<file path="config.mk">
export PLATFORM = sky130hd
export DESIGN_NAME = glb_bank_flat
export DESIGN_NICKNAME = d
export VERILOG_FILES = /design/src/verilog/glb_geometry_pkg.sv /design/src/verilog/glb_bank_if.sv /design/src/verilog/glb_bank.sv /design/src/flat_wrapper.sv
export SDC_FILE = /design/constraint.sdc
export NUM_CORES = 2
export LEC_CHECK = 0
export ABC_AREA = 1
export BUFFER_PORTS_ARGS = -buffer_cell sky130_fd_sc_hd__buf_2
export CORE_MARGIN = 5
export CORE_UTILIZATION = 56
export CTS_CLUSTER_SIZE = 30
export DETAILED_ROUTE_END_ITERATION = 7
export PLACE_DENSITY_LB_ADDON = 0.08
export SLEW_MARGIN = 10
export SYNTH_ARGS = -nofsm -noshare
export SYNTH_HDL_FRONTEND = slang
export SYNTH_SLANG_ARGS = --single-unit
</file>
<file path="constraint.sdc">
create_clock -name clk -period 1.03 [get_ports clk]
set_input_delay 0.0515 -clock clk [delete_from_list [all_inputs] [get_ports clk]]
set_output_delay 0.0515 -clock clk [all_outputs]
set_load 0.03 [all_outputs]
</file>
<file path="src/verilog/glb_geometry_pkg.sv">
// ~~~~~~~~~~~~~~~~~~~~~~~~~~~~~~~~~~~~~~~~~~~~~~~~~~~~~~~~~~~~~~~~~~~~~~~~~~~~
// global buffer address geometry and the vector types built on it
// a byte address splits, from the top, into tile, bank select and bank offset
// ~~~~~~~~~~~~~~~~~~~~~~~~~~~~~~~~~~~~~~~~~~~~~~~~~~~~~~~~~~~~~~~~~~~~~~~~~~~~
`default_nettype none

package glb_geometry_pkg;

    localparam int DATA_WIDTH = 64;
    localparam int STRB_WIDTH = 8;
    localparam int BYTE_OFFSET_WIDTH = 3;
    localparam int BANK_WORD_ADDR_WIDTH = 5;
    localparam int BANK_ADDR_WIDTH = BANK_WORD_ADDR_WIDTH + BYTE_OFFSET_WIDTH;
    localparam int BANK_SEL_ADDR_WIDTH = 2;
    localparam int BANKS_PER_TILE = 2 ** BANK_SEL_ADDR_WIDTH;
    localparam int TILE_SEL_ADDR_WIDTH = 2;
    localparam int GLB_ADDR_WIDTH = TILE_SEL_ADDR_WIDTH + BANK_SEL_ADDR_WIDTH + BANK_ADDR_WIDTH;

    typedef logic [GLB_ADDR_WIDTH-1:0] glb_addr_t;
    typedef logic [DATA_WIDTH-1:0] glb_data_t;
    typedef logic [STRB_WIDTH-1:0] glb_strb_t;
    typedef logic [TILE_SEL_ADDR_WIDTH-1:0] tile_id_t;
    typedef logic [BANK_SEL_ADDR_WIDTH-1:0] bank_sel_t;
    typedef logic [BANK_WORD_ADDR_WIDTH-1:0] bank_word_addr_t;

    // address field pickers
    function automatic tile_id_t addr_tile(glb_addr_t addr);
        return addr[BANK_ADDR_WIDTH + BANK_SEL_ADDR_WIDTH +: TILE_SEL_ADDR_WIDTH];
    endfunction

    function automatic bank_sel_t addr_bank(glb_addr_t addr);
        return addr[BANK_ADDR_WIDTH +: BANK_SEL_ADDR_WIDTH];
    endfunction

    // byte offset inside the word is dropped
    function automatic bank_word_addr_t addr_word(glb_addr_t addr);
        return addr[BYTE_OFFSET_WIDTH +: BANK_WORD_ADDR_WIDTH];
    endfunction

endpackage

`default_nettype wire

</file>
<file path="src/verilog/glb_bank_if.sv">
// ~~~~~~~~~~~~~~~~~~~~~~~~~~~~~~~~~~~~~~~~~~~~~~~~~~~~~~~~~~~~~~~~~~~~~~~~~~~~
// link between the core switch and one memory bank
// the switch drives requests, the bank answers with registered read data
// ~~~~~~~~~~~~~~~~~~~~~~~~~~~~~~~~~~~~~~~~~~~~~~~~~~~~~~~~~~~~~~~~~~~~~~~~~~~~
`timescale 1ns/1ps
`default_nettype none

interface glb_bank_if;

    import glb_geometry_pkg::*;

    // request side
    logic            wr_en;
    glb_strb_t       wr_strb;
    bank_word_addr_t wr_word_addr;
    glb_data_t       wr_data;
    logic            rd_en;
    bank_word_addr_t rd_word_addr;

    // response side
    logic            rd_data_valid;
    glb_data_t       rd_data;

    modport switch_mp (
        output wr_en, wr_strb, wr_word_addr, wr_data, rd_en, rd_word_addr,
        input  rd_data_valid, rd_data
    );

    modport bank_mp (
        input  wr_en, wr_strb, wr_word_addr, wr_data, rd_en, rd_word_addr,
        output rd_data_valid, rd_data
    );

endinterface

`default_nettype wire

</file>
<file path="src/verilog/glb_bank.sv">
// ~~~~~~~~~~~~~~~~~~~~~~~~~~~~~~~~~~~~~~~~~~~~~~~~~~~~~~~~~~~~~~~~~~~~~~~~~~~~
// one global buffer bank, byte-maskable memory with a one-cycle read
// a read and a write to the same word in one cycle return the old word
// ~~~~~~~~~~~~~~~~~~~~~~~~~~~~~~~~~~~~~~~~~~~~~~~~~~~~~~~~~~~~~~~~~~~~~~~~~~~~
`timescale 1ns/1ps
`default_nettype none

module glb_bank (
    input  logic        clk,
    input  logic        reset,
    glb_bank_if.bank_mp bank
);

    import glb_geometry_pkg::*;

    localparam int WORDS = 2 ** BANK_WORD_ADDR_WIDTH;
    localparam int BYTE_WIDTH = DATA_WIDTH / STRB_WIDTH;

    glb_data_t mem [WORDS];

    // storage and read port
    always_ff @(posedge clk) begin
        if (bank.wr_en) begin
            for (int b = 0; b < STRB_WIDTH; b++) begin
                if (bank.wr_strb[b]) begin
                    mem[bank.wr_word_addr][b*BYTE_WIDTH +: BYTE_WIDTH] <=
                        bank.wr_data[b*BYTE_WIDTH +: BYTE_WIDTH];
                end
            end
        end
        if (bank.rd_en) begin
            bank.rd_data <= mem[bank.rd_word_addr];
        end
    end

    // valid follows the request by one edge
    always_ff @(posedge clk or posedge reset) begin
        if (reset) begin
            bank.rd_data_valid <= 1'b0;
        end else begin
            bank.rd_data_valid <= bank.rd_en;
        end
    end

    // read latency is exactly one edge
    a_rd_latency: assert property (
        @(posedge clk) disable iff (reset)
        bank.rd_data_valid == $past(bank.rd_en)
    ) else $error("bank read valid out of step with its request");

endmodule

`default_nettype wire

</file>
<file path="src/flat_wrapper.sv">
// flat-port wrapper written by rule: the top's interface ports become plain ports
module glb_bank_flat import glb_geometry_pkg::*;
  (clk, reset, bank_wr_en, bank_wr_strb, bank_wr_word_addr, bank_wr_data, bank_rd_en, bank_rd_word_addr, bank_rd_data_valid, bank_rd_data);
  glb_bank_if bank_i ();
  input  logic clk;
  input  logic reset;
  input wire logic [$bits(bank_i.wr_en)-1:0] bank_wr_en;
  input wire logic [$bits(bank_i.wr_strb)-1:0] bank_wr_strb;
  input wire logic [$bits(bank_i.wr_word_addr)-1:0] bank_wr_word_addr;
  input wire logic [$bits(bank_i.wr_data)-1:0] bank_wr_data;
  input wire logic [$bits(bank_i.rd_en)-1:0] bank_rd_en;
  input wire logic [$bits(bank_i.rd_word_addr)-1:0] bank_rd_word_addr;
  output wire logic [$bits(bank_i.rd_data_valid)-1:0] bank_rd_data_valid;
  output wire logic [$bits(bank_i.rd_data)-1:0] bank_rd_data;
  assign bank_i.wr_en = bank_wr_en;
  assign bank_i.wr_strb = bank_wr_strb;
  assign bank_i.wr_word_addr = bank_wr_word_addr;
  assign bank_i.wr_data = bank_wr_data;
  assign bank_i.rd_en = bank_rd_en;
  assign bank_i.rd_word_addr = bank_rd_word_addr;
  assign bank_rd_data_valid = bank_i.rd_data_valid;
  assign bank_rd_data = bank_i.rd_data;
  glb_bank u_core (.clk(clk), .reset(reset), .bank(bank_i));
endmodule
</file>
==> flow_metrics.env <==
export IMPL_design_area_sq_um=105000
export IMPL_drc_errors=0
export IMPL_synthesis_area_sq_um=84730
export IMPL_cts_path_max_buffers=3
export IMPL_finalPower_mw=184.9
export IMPL_relSlewSlack_pct=40.49
export IMPL_critical_path_required_ns=0.98
export IMPL_path_clk_slew_ns=0.06
export IMPL_grt_pass1_wl_mm=356.7
export IMPL_grt_max_degree=58
export IMPL_crit_chain="buf_12 -> buf_8"
export IMPL_grt_overflow=0
export IMPL_period_share_pct=166.4
export IMPL_numCtsBuffers=207
export IMPL_grt_pass1_vias=56410
export IMPL_cpPeakStageDelay_ns=0.52
export IMPL_viasPerCell=5.897
export IMPL_worstPathArrival_ns=1.66
export IMPL_cts_setup_buffers=0
export IMPL_route_antenna_remaining_nets=0
export IMPL_slew_violations=0
export IMPL_holdCritPathClass="in2reg"
export IMPL_nNetsFinal=7774
export IMPL_status="finished with violations"
export IMPL_drt_wl_total_mm=243.0
export IMPL_avgSynthCellArea_sq_um=12.05
export IMPL_critPathKind="reg2out"
export IMPL_startpoint_type="register"
export IMPL_synthToLayoutAreaGrowth_pct=23.88
export IMPL_finalSetupViolCount=192
export IMPL_fp_dieArea_sq_um=159200
export IMPL_post_dp_cell_area_sq_um=92940
export IMPL_yosysSeqAreaShare_pct=74.88
export IMPL_cts_root_buf="clkbuf_16"
export IMPL_initialDrtViolationCount=7037
export IMPL_hp_start="bank_rd_word_addr[2]"
export IMPL_fin_util_pct=69.91
export IMPL_cp_top_family="flip-flops"
export IMPL_std_cell_rows=142
export IMPL_startpoint="u_core.bank.rd_data[22]$_DFFE_PP_"
export IMPL_p_per_area_nw_per_um2=1761
export IMPL_htreeDepth=4
export IMPL_firstDrtPassIters=6
export IMPL_dieHeight_um=399.0
export IMPL_fp_coreArea_sq_um=150100
export IMPL_netlist_cell_type_count=14
export IMPL_vias=58210
export IMPL_endpoint_kind="primary output"
export IMPL_synth_cells=7033
export IMPL_drive_gt1_share_pct=25.31
export IMPL_crit_buf_inv=2
export IMPL_chipWidth_um=399.0
export IMPL_violations="negative setup slack"
export IMPL_clk_latency_ns=0.82
export IMPL_worstMarginPinSlew_ns=0.8927
export IMPL_cp_max_fo=1
export IMPL_dp_hpwl_mm=149.1
export IMPL_io_pins=151
export IMPL_rrSetupSlack_ns=-0.27
export IMPL_grt_antenna_before_repair=6
export IMPL_min_period_ns=1.714
export IMPL_rsz0062_at_grt="yes"
export IMPL_p_leak_nw=38.60
export IMPL_place_gp_congestion=0.8825
export IMPL_start_util_pct=56.44
export IMPL_ir_drop_v=0.001555
export IMPL_clkSinkCount=2113
export IMPL_cap_violations=0
export IMPL_layout_commonest_cell="nand2_1"
export IMPL_yosys_register_bits=2113
export IMPL_worst_slack_ns=-0.6843
export IMPL_reg2reg_from="u_core.mem[19][8]$_DFFE_PP_"
export IMPL_wl_per_cell_um=24.62
export IMPL_io_buffers=150
export IMPL_grt_usage_pct=30.10
export IMPL_finalHoldViolCount=0
export IMPL_cts_tree="yes"
export IMPL_whs_ns=0.04152
export IMPL_mostFrequentLayoutCells="nand2_1 (2211), edfxtp_1 (2112), nand3_1 (1140)"
export IMPL_synth_nets=7119
export IMPL_cpMaxStageDelayCell="edfxtp_1"
export IMPL_fin_skew_ns=0.02344
export IMPL_yosysWarnings=0
export IMPL_fmax_mhz=583.3
final cells by class:
cell class	count	area (sq um)
clock buffer	253	5459
clock inverter	118	1122
sequential	2113	63450
tap	2016	2522
antenna	5	12.51
fill	10390	45170
inverter	12	82.58
multi-input combinational	4445	23230
timing repair buffer	909	9087
worst reg2reg max path: stages, from the launching register on:
cell      delay (ns)
edfxtp_1        0.38
nand2_1         0.14
nand3_2         0.11
nand3_2         0.09
nand2_2         0.06
nand2_1         0.06
nand2_1         0.06
nand2_2         0.08
nand2_2         0.07
timing repair:
item	CTS	global route
pin swaps	445	418
endpoints found under the setup margin	193	337
gates resized for setup	606	429
hold buffers	82	1
endpoints found under the hold margin	2745	6
cell usage after synthesis, drive strengths merged:
master | count | area, sq um
nand2 | 2363 | 8870
edfxtp | 2112 | 63420
nand3 | 1815 | 9084
buf | 378 | 1951
nor2 | 259 | 972.2
clkbuf | 85 | 319.1
inv | 12 | 47.55
nor3 | 8 | 40.04
dfrtp | 1 | 25.02
kinds of logic after synthesis:
family                 Yosys count  share of synthesized area (%)
buffers and inverters          475                          2.735
AND/OR/NAND/NOR               4445                          22.38
flip-flops                    2113                          74.88
flip-flops by register name (all words and copies together) (netlist names):
register	cells
u_core.bank.rd_data	64
u_core.mem	2048
u_core.bank.rd_data_valid	1
stage by stage:
stage / worst slack [ns] / TNS [ns] / cells
6_report: -0.6843 / -37.78 / 9871
5_1_grt: -0.7143 / -43.45 / 9866
4_1_cts: -0.7325 / -42.19 / 9865
3_3_place_gp: -1.038 / -1320.78 / 9412
3_5_place_dp: -0.9917 / -1308.64 / 9412
2_1_floorplan: -0.3731 / -716.18 / 7033
routing by layer:
layer / up-vias / routed length [um] / share of wire (%) / track usage (%)
met5: - / 27 / 0.011 / 0
met4: 4 / 8729 / 3.6 / 10.60
met3: 449 / 22480 / 9.3 / 5.743
met2: 2811 / 112800 / 46 / 47.01
met1: 28750 / 98970 / 41 / 43.02
li1: 26200 / - / - / -
path summary, 6_finish.rpt:
check,to,cells after the start
min in group asynchronous,u_core.bank.rd_data_valid$_DFF_PP0_,4
setup reg to reg,u_core.bank.rd_data[8]$_DFFE_PP_,8
hold / removal,u_core.bank.rd_data[54]$_DFFE_PP_,6
setup / recovery,bank_rd_data[22],2
hold reg to reg,u_core.bank.rd_data[45]$_DFFE_PP_,6
max in group asynchronous,u_core.bank.rd_data_valid$_DFF_PP0_,4
where the power goes:
group / total (mW) / internal (mW) / leakage (nW) / switching [mW]
combinational: 14.8 / 4.86 / 16.3 / 9.98
clock: 74.2 / 42.7 / 3.22 / 31.5
sequential: 95.8 / 95.5 / 19.1 / 0.313
total: 185 / 143 / 38.6 / 41.8
Power figures use the tool's default switching activity.
